$ cat config.mk
export PLATFORM = sky130hd
export DESIGN_NAME = axil_read_mux
export DESIGN_NICKNAME = d
export VERILOG_FILES = /design/src/common/soc_pkg.sv /design/src/xbar/axil_read_mux.sv
export SDC_FILE = /design/constraint.sdc
export NUM_CORES = 1
export LEC_CHECK = 0
export ABC_AREA = 0
export BUFFER_PORTS_ARGS = -buffer_cell sky130_fd_sc_hd__buf_4
export CAP_MARGIN = 20
export CORE_AREA = 2 2 136 138
export DETAILED_ROUTE_END_ITERATION = 12
export DIE_AREA = 0 0 138 140
export SLEW_MARGIN = 5
export SYNTH_ARGS = -nofsm -noshare
export SYNTH_HDL_FRONTEND = slang
export SYNTH_SLANG_ARGS = --single-unit
$ cat constraint.sdc
create_clock -name clk -period 2.1 [get_ports clk]
set_input_delay 0.525 -clock clk [delete_from_list [all_inputs] [get_ports clk]]
set_output_delay 0.525 -clock clk [all_outputs]
set_load 0.01 [all_outputs]
$ cat src/common/soc_pkg.sv
package soc_pkg;

    localparam int AXI_ADDR_W = 32;
    localparam int AXI_DATA_W = 32;

    typedef logic [AXI_ADDR_W-1:0]   axi_addr_t;   // Byte address
    typedef logic [AXI_DATA_W-1:0]   axi_data_t;
    typedef logic [AXI_DATA_W/8-1:0] axi_strb_t;   // One bit per byte lane
    typedef logic [1:0]              axi_resp_t;
    typedef logic [7:0]              uart_byte_t;

    localparam axi_resp_t RESP_OKAY   = 2'b00;
    localparam axi_resp_t RESP_DECERR = 2'b11;

    typedef enum logic [1:0] {
        DEV_SRAM,
        DEV_UART,
        DEV_CLINT,
        DEV_NONE                                    // No window hit
    } dev_sel_t;

    localparam axi_addr_t SRAM_BASE  = 32'h8000_0000;
    localparam axi_addr_t SRAM_MASK  = 32'hF000_0000;  // Top nibble 4'b1000
    localparam axi_addr_t UART_ADDR  = 32'hA000_03F8;  // THR, exact match only
    localparam axi_addr_t CLINT_BASE = 32'hA000_0048;  // mtime lo, hi at +4
    localparam axi_addr_t CLINT_MASK = 32'hFFFF_FFF8;

    localparam int SRAM_WORDS = 1024;
    localparam int SRAM_AW    = $clog2(SRAM_WORDS);    // Word index width

    localparam axi_data_t UART_STATUS = 32'h0000_0020; // THR empty, bit 5

    // Address map lookup, shared by both muxes
    function automatic dev_sel_t addr_decode(input axi_addr_t addr);
        if ((addr & SRAM_MASK) == SRAM_BASE)
            return DEV_SRAM;
        if (addr == UART_ADDR)
            return DEV_UART;
        if ((addr & CLINT_MASK) == CLINT_BASE)
            return DEV_CLINT;
        return DEV_NONE;
    endfunction

endpackage

$ cat src/xbar/axil_read_mux.sv
`timescale 1ns/1ps

module axil_read_mux
    import soc_pkg::*;
(
    input  logic      clk,
    input  logic      rst,
    input  logic      fetch_arvalid,
    input  axi_addr_t fetch_araddr,
    output logic      fetch_arready,
    output logic      fetch_rvalid,
    output axi_data_t fetch_rdata,
    output axi_resp_t fetch_rresp,
    input  logic      fetch_rready,
    input  logic      lsu_arvalid,
    input  axi_addr_t lsu_araddr,
    output logic      lsu_arready,
    output logic      lsu_rvalid,
    output axi_data_t lsu_rdata,
    output axi_resp_t lsu_rresp,
    input  logic      lsu_rready,
    output logic      sram_arvalid,
    output axi_addr_t sram_araddr,
    input  logic      sram_arready,
    input  logic      sram_rvalid,
    input  axi_data_t sram_rdata,
    input  axi_resp_t sram_rresp,
    output logic      sram_rready,
    output logic      uart_arvalid,
    output axi_addr_t uart_araddr,
    input  logic      uart_arready,
    input  logic      uart_rvalid,
    input  axi_data_t uart_rdata,
    input  axi_resp_t uart_rresp,
    output logic      uart_rready,
    output logic      clint_arvalid,
    output axi_addr_t clint_araddr,
    input  logic      clint_arready,
    input  logic      clint_rvalid,
    input  axi_data_t clint_rdata,
    input  axi_resp_t clint_rresp,
    output logic      clint_rready
);

    typedef enum logic [1:0] {RD_IDLE, RD_FWD, RD_WAIT, RD_ERR} rd_state_t;

    rd_state_t state;
    logic      prio_lsu;        // Next tie goes to lsu
    logic      gnt_lsu;         // Owner of the read in flight
    dev_sel_t  dev_q;           // Decoded once at accept
    axi_addr_t addr_q;

    logic      pick_lsu;
    logic      accept;
    axi_addr_t req_addr;
    dev_sel_t  req_dev;
    logic      dev_arready;
    logic      dev_rvalid;
    axi_data_t dev_rdata;
    axi_resp_t dev_rresp;
    logic      rsp_valid;
    logic      rsp_ready;
    axi_data_t rsp_data;
    axi_resp_t rsp_resp;

    assign pick_lsu      = lsu_arvalid && (!fetch_arvalid || prio_lsu);
    assign accept        = (state == RD_IDLE) && (fetch_arvalid || lsu_arvalid);
    assign fetch_arready = accept && !pick_lsu;
    assign lsu_arready   = accept && pick_lsu;
    assign req_addr      = pick_lsu ? lsu_araddr : fetch_araddr;
    assign req_dev       = addr_decode(req_addr);

    assign sram_arvalid  = (state == RD_FWD) && (dev_q == DEV_SRAM);
    assign uart_arvalid  = (state == RD_FWD) && (dev_q == DEV_UART);
    assign clint_arvalid = (state == RD_FWD) && (dev_q == DEV_CLINT);
    assign sram_araddr   = addr_q;
    assign uart_araddr   = addr_q;
    assign clint_araddr  = addr_q;

    // Selected device back towards the manager
    assign dev_arready = (dev_q == DEV_SRAM) ? sram_arready :
                         (dev_q == DEV_UART) ? uart_arready : clint_arready;
    assign dev_rvalid  = (dev_q == DEV_SRAM) ? sram_rvalid :
                         (dev_q == DEV_UART) ? uart_rvalid : clint_rvalid;
    assign dev_rdata   = (dev_q == DEV_SRAM) ? sram_rdata :
                         (dev_q == DEV_UART) ? uart_rdata : clint_rdata;
    assign dev_rresp   = (dev_q == DEV_SRAM) ? sram_rresp :
                         (dev_q == DEV_UART) ? uart_rresp : clint_rresp;

    assign rsp_valid = (state == RD_ERR) || ((state == RD_WAIT) && dev_rvalid);
    assign rsp_data  = (state == RD_ERR) ? '0 : dev_rdata;        // Zero data on DECERR
    assign rsp_resp  = (state == RD_ERR) ? RESP_DECERR : dev_rresp;
    assign rsp_ready = gnt_lsu ? lsu_rready : fetch_rready;

    assign fetch_rvalid = rsp_valid && !gnt_lsu;
    assign lsu_rvalid   = rsp_valid && gnt_lsu;
    assign fetch_rdata  = rsp_data;
    assign lsu_rdata    = rsp_data;
    assign fetch_rresp  = rsp_resp;
    assign lsu_rresp    = rsp_resp;

    assign sram_rready  = (state == RD_WAIT) && (dev_q == DEV_SRAM) && rsp_ready;
    assign uart_rready  = (state == RD_WAIT) && (dev_q == DEV_UART) && rsp_ready;
    assign clint_rready = (state == RD_WAIT) && (dev_q == DEV_CLINT) && rsp_ready;

    always_ff @(posedge clk) begin
        if (rst) begin
            state    <= RD_IDLE;
            prio_lsu <= 1'b0;                // Fetch wins first tie
            gnt_lsu  <= 1'b0;
            dev_q    <= DEV_NONE;
        end else begin
            unique case (state)
                RD_IDLE: if (accept) begin
                    gnt_lsu  <= pick_lsu;
                    prio_lsu <= !pick_lsu;   // Other side next time
                    dev_q    <= req_dev;
                    state    <= (req_dev == DEV_NONE) ? RD_ERR : RD_FWD;
                end
                RD_FWD: if (dev_arready) state <= RD_WAIT;
                default: if (rsp_valid && rsp_ready) state <= RD_IDLE;
            endcase
        end
    end

    always_ff @(posedge clk) begin
        if (accept) addr_q <= req_addr;     // Held for the device ar phase
    end

    assert property (@(posedge clk) disable iff (rst)
        $onehot0({sram_arvalid, uart_arvalid, clint_arvalid}));

    // A fresh grant never leaks a response to the other manager
    assert property (@(posedge clk) disable iff (rst)
        lsu_arvalid && lsu_arready |=> !fetch_rvalid);
    assert property (@(posedge clk) disable iff (rst)
        fetch_arvalid && fetch_arready |=> !lsu_rvalid);

endmodule

==> results of run 1 <==
-- flip-flops by register name, indices dropped and copies added (netlist names) --
register,cells
gnt_lsu,1
dev_q,2
prio_lsu,1
state,2
clint_araddr,32
-- cells in the final DEF (no fill, tap or decap), types with 2 or more instances in the layout --
cell / count
clkbuf_16: 8
a21oi_1: 37
nor3_1: 4
mux2_4: 3
nor4_1: 9
or3_1: 2
or4_1: 2
mux2i_1: 35
nand2_1: 14
o21ai_0: 3
buf_12: 6
nand2b_1: 4
a21o_1: 2
buf_6: 5
mux2i_2: 2
dfxtp_1: 3
nand4_1: 2
edfxtp_1: 32
nor2_1: 79
nor4b_1: 2
dfxtp_4: 2
mux2i_4: 2
buf_4: 365
inv_1: 4
mux2_2: 33
nand3b_1: 2
-- area by class of cell --
type                       count  area share, %
clock inverter                 3          0.259
inverter                       5          0.378
timing repair buffer         380           48.0
sequential                    38           17.3
multi-input combinational    253           27.5
clock buffer                   5           1.99
tap                          229           4.56
-- cells by family (layout without fill, tap and decap cells) --
group	Yosys count	count (layout)
flops	38	38
buf+inv	123	393
simple gates	130	130
compound gates	48	48
mux	75	75
-- layer usage --
layer  GRT usage [%]  wire length [um]  up-vias
li1                -                 -     1877
met1            18.0              6430     1745
met2            22.5              7130      131
met3            2.43               770       10
met4            2.15                99        0
met5               0                 0        -
-- power groups by stage --
stage	combinational [mW]	clock [mW]	sequential [mW]
6_report	1.50	0.737	1.04
5_1_grt	1.60	0.802	1.05
4_1_cts	1.49	0.764	1.04
3_5_place_dp	1.48	0	1.06
3_3_place_gp	1.47	0	1.05
2_1_floorplan	0.786	0	1.06
-- repair_timing --
action	in CTS	in global routing
setup endpoints to repair	51	73
cloned	1	3
endpoints found under the hold margin	0	0
buffers inserted	4	3
resized for setup	3	17
pin swaps	2	20
-- worst paths after layout --
kind	to
worst max-delay path	fetch_rdata[8]
worst min-delay path	state[0]$_SDFFE_PP0P_
worst max register to register	state[1]$_SDFFE_PP0P_
worst min register to register	prio_lsu$_SDFFE_PP0P_
-- critical path: cells and delay by family (launching register included) --
| kind | cells | cell delay, ns |
|---|---|---|
| AOI/OAI and AO/OA | 1 | 0.05 |
| buffers and inverters | 2 | 0.38 |
| DFF | 1 | 0.38 |
| muxes | 1 | 0.13 |
| and+or+nand+nor | 2 | 0.41 |
==> metrics.txt, run 1 <==
status complete, but fails checks; failing checks setup timing; share of cells above drive strength 1 64.3%; largest family of logic cells by synthesized area buffers and inverters; vias per inst approximately 4.1; hold_ws 0.438 ns; CP startpoint dev_q[0]$_SDFFE_PP1P_; die width about 140 um; Rel. slew slack around 75%; Seq. cell area ~0.0011 mm^2; endpoints failing setup 11; Die Area between 0.015 and 0.02 mm^2; Cells after Synth 414; synth warn 0; crit-path max FO 5; initial antenna violation count 0; dpl hpwl approximately 12 mm; area occupied by multi-input gates between 0.0015 and 0.002 mm^2; GRT Total Usage about an eighth; core area about 0.018 mm^2; Logic pwr share between 40% and 50%; Port Buf Inserts between 300 and 400; vias post-DR 3763; vias in the first global route around 3700; Final ANT Viol Nets 0; wire per inst 15.8 um; Simple-Gate Fraction of Synth Area between 10% and 20%; clk_lat worst skew 0.28 ns; CP Capture Type output pin; CP Class flip-flop to output pin; total net switching power approximately 1.0 mW; total chip power between 3 and 4 mW; Hold Path Origin rst; worst hold path type primary input to flip-flop; EDFF count, synth 32; Startpoint Class flip-flop; Synthesized Nets 592; area grow syn2layout 74.0%; Tcrit/Tclk final 102%; clock power share between 20 and 25%; Place WS 0.0718 ns; Commonest cells post-synth 102 x buf_4, 80 x nor2_1, 39 x mux2i_1; final worst slack -0.0520 ns; predominant post-synthesis flop cell edfxtp_1; grt ovf 0; CTS root buf clkbuf_16; Final Max Slew Viols 0; cts hold-fix bufs 0; Initial Utilization 20.3%; Final GP Congestion between 0.8 and 0.9; Hold Fails Final Rpt 0; FF-to-FF setup slack between 0.3 and 0.4 ns; final core area utilization between 30% and 40%; Fillers 1870; WHS Path Cells 2; Reg power frac between 30% and 40%; total wire length between 10 and 15 mm; synth top area cells edfxtp_1 27%, buf_4 21%, mux2_2 11%; setup_tns -0.134 ns; Tightest Pin Transition approximately 0.37 ns; DR iter-0 viols 110; LEAKAGE 3.17 nW; Switching Fraction 32.0%; post-route cell area around 0.0063 mm^2; XOR/XNOR share of the synthesized area 0%; Crit-path slowest cell dfxtp_4; number of I/O pins 352; synthesized cell area 0.00361 mm^2; Critical R2R Launch dev_q[0]$_SDFFE_PP1P_; clk_skew ~0.0036 ns; clk sinks 38; Int Pwr 2.23 mW; Die Y roughly 140 um; depth of the worst register-to-register path 9; Avg Inst Size Synth about 8.7 um^2; area post-placement between 0.005 and 0.006 mm^2; placed cells between 800 and 900; worst-path cell chain clkbuf_16 -> mux2i_1 -> nor2_1 -> a21oi_1 -> nor2_1 -> buf_4; maximum VDD drop 0.316 mV; total of max-cap violations 0; area leader, netlist edfxtp_1; drt pass-1 iters 4; Seq cells post-synth 38; worst path required time 1.57 ns; clk buf depth 2; Cell Rows 49; Crit path top cell by count nor2_1; Synth top area share 26.6%; first-pass GRT wire length between 20 and 25 mm; PwrDens 521 mW/mm^2; multiplexer share of the synthesized area about 22%; H-tree depth 2; Arrival @ worst endpoint 1.63 ns; diode count 0; largest net degree at the start of global routing 33; sequential-to-total area share from yosys stat 29.9%; DRC violations left 0; RSZ-0062 raised after global routing true; Clock transition at path regs 0.06 ns; CP peak stage delay roughly 0.38 ns; top-count cell post-synth buf_4; CTS tree done; post-synthesis compound-gate area fraction under 10%; Layout Cells excl Fill slightly above 900; CTS Buf Count 5; Fmax 465 MHz; Min Clock Period, post-route 2.15 ns; count of cell types in the netlist 38; NumNets Final 861; post-synthesis adder-cell area fraction 0%; Post-synth ARST share 0%
No activity file was read; power rests on OpenSTA's default activity.
==> inputs of run 2 (changes only) <==
--- a/config.mk
+++ b/config.mk
@@ -9,8 +9,10 @@
 export BUFFER_PORTS_ARGS = -buffer_cell sky130_fd_sc_hd__buf_4
 export CAP_MARGIN = 20
 export CORE_AREA = 2 2 136 138
+export CTS_BUF_LIST = sky130_fd_sc_hd__clkbuf_16
 export DETAILED_ROUTE_END_ITERATION = 12
 export DIE_AREA = 0 0 138 140
+export SETUP_SLACK_MARGIN = 0.15
 export SLEW_MARGIN = 5
 export SYNTH_ARGS = -nofsm -noshare
 export SYNTH_HDL_FRONTEND = slang
==> constraint.sdc (replaced) <==
create_clock -name clk -period 2.1 [get_ports clk]
set_input_delay 0.21 -clock clk [delete_from_list [all_inputs] [get_ports clk]]
set_output_delay 0.21 -clock clk [all_outputs]
set_load 0.01 [all_outputs]
==> metrics.txt, run 2 (synthesis results as in run 1) <==
Rel. slew slack 69.7% (was 75.3%); CP Capture Type output pin (unchanged); Tightest Pin Transition 0.442 ns (was 0.366 ns); Final GP Congestion 0.842 (was 0.824); CTS Buf Count 5 (unchanged); share of cells above drive strength 1 62.8% (was 64.3%); cts hold-fix bufs 0 (unchanged); CP peak stage delay 0.55 ns (was 0.38 ns); Tcrit/Tclk final 87.8% (was 102%); Crit-path slowest cell dfxtp_2 (was dfxtp_4); clk_skew 0.00276 ns (was 0.00357 ns); clk sinks 38 (unchanged); CTS tree done (unchanged); Place WS 0.266 ns (was 0.0718 ns); largest net degree at the start of global routing 33 (unchanged); most common cell after layout, fill and taps aside buf_4 (unchanged); area grow syn2layout 66.4% (was 74.0%); Initial Utilization 20.3% (unchanged); Port Buf Inserts 351 (unchanged); H-tree depth 2 (unchanged); vias in the first global route 3688 (was 3733); CTS root buf clkbuf_16 (unchanged); worst path required time 1.89 ns (was 1.57 ns); Reg power frac 32.2% (was 31.7%); grt ovf 0 (unchanged); clock power share 22.7% (was 22.5%); status completed (was complete, but fails checks); RSZ-0062 raised after global routing false (was true); PwrDens 537 mW/mm^2 (was 521 mW/mm^2); vias post-DR 3668 (was 3763); DR iter-0 viols 151 (was 110); Logic pwr share 45.0% (was 45.9%); number of I/O pins 352 (unchanged); Die Area 0.0193 mm^2 (unchanged); Clock transition at path regs 0.06 ns (about the same); crit-path max FO 16 (was 5); total wire length 14.2 mm (was 14.4 mm); die width 138 um (unchanged); NumNets Final 851 (was 861); dpl hpwl 12.1 mm (was 12.0 mm); Final ANT Viol Nets 0 (unchanged); Die Y 140 um (unchanged); worst-path cell chain buf_4 -> a21oi_1 -> nor2_1 -> buf_4 (was clkbuf_16 -> mux2i_1 -> nor2_1 -> a21oi_1 -> nor2_1 -> buf_4); Hold Fails Final Rpt 0 (unchanged); diode count 0 (unchanged); Final Max Slew Viols 0 (unchanged); total net switching power 1.03 mW (was 1.05 mW); first-pass GRT wire length 20.8 mm (was 20.6 mm); WHS Path Cells 2 (unchanged); Fmax 542 MHz (was 465 MHz); Startpoint Class flip-flop (unchanged); DRC violations left 0 (unchanged); endpoints failing setup 0 (was 11); final worst slack 0.256 ns (was -0.0520 ns); core area 0.0178 mm^2 (unchanged); drt pass-1 iters 4 (unchanged); maximum VDD drop 0.264 mV (was 0.316 mV); Min Clock Period, post-route 1.84 ns (was 2.15 ns); Cell Rows 49 (unchanged); CP Class flip-flop to output pin (unchanged); total of max-cap violations 0 (unchanged); wire per inst 15.7 um (was 15.8 um); Int Pwr 2.20 mW (was 2.23 mW); Arrival @ worst endpoint 1.63 ns (about the same); max reg flops 32 (unchanged); LEAKAGE 3.07 nW (was 3.17 nW); most frequent cells in the layout 368 x buf_4, 79 x nor2_1, 39 x mux2i_1 (was 365 x buf_4, 79 x nor2_1, 37 x a21oi_1); vias per inst 4.06 (was 4.12); clk buf depth 2 (unchanged); Switching Fraction 31.9% (was 32.0%); initial antenna violation count 0 (unchanged); worst hold path type primary input to flip-flop (unchanged); clk_lat worst skew 0.28 ns (about the same); Crit path top cell by count buf_4 (was nor2_1); depth of the worst register-to-register path 5 (was 9); setup_tns 0 ns (was -0.134 ns); GRT Total Usage 13.5% (was 13.3%)
-- run 2: changes by cell type in the layout (fill, tap and decap cells not counted), moves of 2 or more --
cell / change
buf_12: -5
buf_6: -4
mux2i_1: +4
buf_4: +3
clkbuf_16: -3
mux2_2: +2
mux2_4: -2
mux2i_2: -2
mux2i_4: -2
-- run 2: final timing paths --
kind,from,end,slack [ns]
min,rst,state[0]$_SDFFE_PP0P_,0.13
max,dev_q[1]$_SDFFE_PP1P_,fetch_rdata[8],0.26
min reg2reg,prio_lsu$_SDFFE_PP0P_,prio_lsu$_SDFFE_PP0P_,0.55
max reg2reg,prio_lsu$_SDFFE_PP0P_,dev_q[0]$_SDFFE_PP1P_,0.32
-- run 2: critical path, delay by kind of cell, from the launching register on --
| kind | cells | cell delay (ns) |
|---|---|---|
| flip-flops | 1 | 0.55 |
| buffers and inverters | 2 | 0.47 |
| AND/OR/NAND/NOR | 1 | 0.25 |
| AO/OA/AOI/OAI | 1 | 0.08 |
-- run 2: power groups by stage --
stage,sequential (mW),combinational (mW),clock [mW]
final,1.04,1.45,0.733
after floorplan,1.06,0.786,0
after detailed placement,1.06,1.46,0
after global placement,1.06,1.45,0
after global routing,1.06,1.55,0.795
after CTS,1.04,1.46,0.761
-- run 2: cell type report --
cell class	instances	area (um^2)
Fill cell	1883	11800
Multi-Input combinational cell	253	1670
Clock inverter	3	16.3
Clock buffer	5	125
Inverter	5	31.3
Sequential cell	38	1090
Tap cell	229	287
Timing Repair Buffer	370	2790
-- run 2: metal layers --
layer | vias to the layer above | share of wire, % | global-route usage, % | routed length [um]
li1 | 1860 | - | - | -
met1 | 1669 | 45 | 18.4 | 6450
met2 | 123 | 49 | 22.2 | 6900
met3 | 16 | 4.6 | 2.53 | 654
met4 | 0 | 1.4 | 2.90 | 198
met5 | - | 0 | 0 | 0
-- run 2: what timing repair did --
item / 4_1_cts / 5_1_grt
buffers inserted: 0 / 2
endpoints found under the setup margin: 42 / 12
resized for setup: 1 / 3
hold endpoints to repair: 0 / 0
-- run 2: through the flow --
stage	hold slack [ns]	cells	utilization (%)	cell area [um^2]	total power [mW]
global placement	0.421	893	32.9	5840	2.51
detailed placement	0.421	893	32.9	5840	2.52
finish	0.134	903	33.8	6010	3.23
floorplan	0.279	414	-	3610	1.85
global route	0.133	903	33.8	6010	3.40
CTS	0.123	901	33.7	5990	3.27
==> inputs of run 3 (changes only) <==
==> constraint.sdc (replaced) <==
create_clock -name clk -period 2.1 [get_ports clk]
set_input_delay 0.42 -clock clk [delete_from_list [all_inputs] [get_ports clk]]
set_output_delay 0.42 -clock clk [all_outputs]
set_load 0.01 [all_outputs]
==> metrics.txt, run 3 (synthesis results as in run 1) <==
area post-placement 0.00586 mm^2 (was 0.00584 mm^2); met2 Resource Use GR 23.4% (was 22.2%); vias post-DR 3865 (was 3668); DRC violations left 0 (unchanged); Tightest Pin Transition 0.616 ns (was 0.442 ns); clk buf depth 2 (unchanged); total of max-cap violations 0 (unchanged); vias in the first global route 3761 (was 3688); share of cells above drive strength 1 64.7% (was 62.8%); wire per inst 16.6 um (was 15.7 um); Final ANT Viol Nets 0 (unchanged); Cell Rows 49 (unchanged); total chip power 3.38 mW (was 3.23 mW); die width 138 um (unchanged); NumNets Final 868 (was 851); Fillers 1885 (was 1883); Int Pwr 2.32 mW (was 2.20 mW); Tcrit/Tclk final 96.5% (was 87.8%); Startpoint Class flip-flop (unchanged); diode count 0 (unchanged); drt pass-1 iters 6 (was 4); Final GP Congestion 0.852 (was 0.842); Rel. slew slack 58.6% (was 69.7%); final core area utilization 35.7% (was 33.8%); final worst slack 0.0736 ns (was 0.256 ns); status completed (unchanged); Port Buf Inserts 351 (unchanged); vias per inst 4.20 (was 4.06); maximum VDD drop 0.303 mV (was 0.264 mV); depth of the worst register-to-register path 12 (was 5); PwrDens 534 mW/mm^2 (was 537 mW/mm^2); Initial Utilization 20.3% (unchanged); DR iter-0 viols 130 (was 151); LEAKAGE 3.23 nW (was 3.07 nW); max reg flops 32 (unchanged); Min Clock Period, post-route 2.03 ns (was 1.84 ns); M3 GR Usage 2.67% (was 2.53%); crit-path max FO 32 (was 16); met1 GRT Util 19.4% (was 18.4%); Switching Fraction 31.5% (was 31.9%); most common cell after layout, fill and taps aside buf_4 (unchanged); Place WS 0.204 ns (was 0.266 ns); Final Max Slew Viols 0 (unchanged); Hold Fails Final Rpt 0 (unchanged); Die Y 140 um (unchanged); Fmax 493 MHz (was 542 MHz); area grow syn2layout 75.5% (was 66.4%); endpoints failing setup 0 (unchanged); worst path required time 1.68 ns (was 1.89 ns); Critical R2R Launch dev_q[0]$_SDFFE_PP1P_ (was prio_lsu$_SDFFE_PP0P_); grt peak-use layer met2 (unchanged); worst-path cell chain buf_4 -> inv_1 -> nor2_2 -> buf_12 -> nor2_1 -> buf_4 (was buf_4 -> a21oi_1 -> nor2_1 -> buf_4); clk_lat worst skew 0.29 ns (was 0.28 ns); worst hold path type primary input to flip-flop (unchanged); CTS Buf Count 5 (unchanged); H-tree depth 2 (unchanged); number of I/O pins 352 (unchanged); cts hold-fix bufs 0 (unchanged); GRT Total Usage 14.1% (was 13.5%); dpl hpwl 12.3 mm (was 12.1 mm); CP startpoint state[1]$_SDFFE_PP0P_ (was dev_q[1]$_SDFFE_PP1P_); FF-to-FF setup slack 0.12 ns (was 0.32 ns); largest net degree at the start of global routing 37 (was 33); reg2reg end state[1]$_SDFFE_PP0P_ (was dev_q[0]$_SDFFE_PP1P_); setup_tns 0 ns (unchanged); Clock transition at path regs 0.06 ns (about the same); CTS root buf clkbuf_16 (unchanged); CTS tree done (unchanged); CP Class flip-flop to output pin (unchanged); RSZ-0062 raised after global routing true (was false); clk sinks 38 (unchanged); clk_skew 0.00536 ns (was 0.00276 ns); clock power share 23.9% (was 22.7%); Die Area 0.0193 mm^2 (unchanged); total net switching power 1.06 mW (was 1.03 mW); initial antenna violation count 1 (was 0); CP peak stage delay 0.31 ns (was 0.55 ns); most frequent cells in the layout 369 x buf_4, 78 x nor2_1, 37 x mux2i_1, 37 x a21oi_1, 33 x mux2_2 (was 368 x buf_4, 79 x nor2_1, 39 x mux2i_1); Reg power frac 30.8% (was 32.2%); Logic pwr share 45.3% (was 45.0%); Arrival @ worst endpoint 1.61 ns (was 1.63 ns); core area 0.0178 mm^2 (unchanged); grt ovf 0 (unchanged); Crit-path slowest cell dfxtp_1 (was dfxtp_2); CP Capture Type output pin (unchanged); worst setup path end lsu_rdata[8] (was fetch_rdata[8]); post-route cell area 0.00634 mm^2 (was 0.00601 mm^2); first-pass GRT wire length 21.7 mm (was 20.8 mm); total wire length 15.3 mm (was 14.2 mm); Crit path top cell by count buf_4 (unchanged)
==> run 3: cell count changes in the layout (fill, tap and decap cells not counted), sizes merged <==
cell	before	now
clkinv	3	2
buf	370	386
clkinvlp	1	0
inv	4	5
clkbuf	5	7
==> run 3: worst min-delay path by stage <==
stage	from	to	slack [ns]	depth (start not counted)
global placement	gnt_lsu$_SDFFE_PP0P_	gnt_lsu$_SDFFE_PP0P_	0.54	2
CTS	rst	state[0]$_SDFFE_PP0P_	0.33	2
finish	rst	state[0]$_SDFFE_PP0P_	0.33	2
floorplan	prio_lsu$_SDFFE_PP0P_	prio_lsu$_SDFFE_PP0P_	0.48	2
detailed placement	prio_lsu$_SDFFE_PP0P_	prio_lsu$_SDFFE_PP0P_	0.55	2
global route	rst	state[0]$_SDFFE_PP0P_	0.34	2
==> run 3: stage by stage <==
stage	std cells	hold slack (ns)
3_3_place_gp	891	0.545
6_report	920	0.332
2_1_floorplan	414	0.482
3_5_place_dp	891	0.554
4_1_cts	909	0.331
5_1_grt	920	0.343
==> run 3: layout make-up <==
| cell class | count | area (um^2) | share of cell area, % |
|---|---|---|---|
| clock inverters | 2 | 7.51 | 0.118 |
| well taps | 229 | 287 | 4.52 |
| flip-flops and latches | 38 | 1090 | 17.2 |
| clock buffers | 6 | 150 | 2.37 |
| inverters | 5 | 23.8 | 0.375 |
| repair buffers | 387 | 3070 | 48.5 |
| multi-input cells | 253 | 1710 | 26.9 |
==> run 3: critical path: cells and delay by family (launching register included) <==
family / cells / cell delay, ns
AND/OR/NAND/NOR: 2 / 0.38
flip-flops: 1 / 0.31
buffers and inverters: 4 / 0.61
==> run 3: layer usage <==
metal | part of all wire, % | up-vias
met2 | 50 | 128
met4 | 0.73 | 2
met3 | 4.6 | 11
met1 | 45 | 1840
li1 | - | 1884
met5 | 0.085 | -
==> run 3: power by group through the flow <==
stage / combinational (mW) / clock (mW) / sequential (mW)
final: 1.53 / 0.809 / 1.04
after global routing: 1.62 / 0.866 / 1.06
after CTS: 1.50 / 0.836 / 1.04
after detailed placement: 1.48 / 0 / 1.06
after global placement: 1.47 / 0 / 1.05
after floorplan: 0.786 / 0 / 1.06
==> run 3: repair_timing <==
action	in CTS	in global routing
cloned	2	1
resized for setup	6	18
endpoints found under the hold margin	0	0
setup buffers	8	10
pin swaps	2	11
setup endpoints to repair	71	73
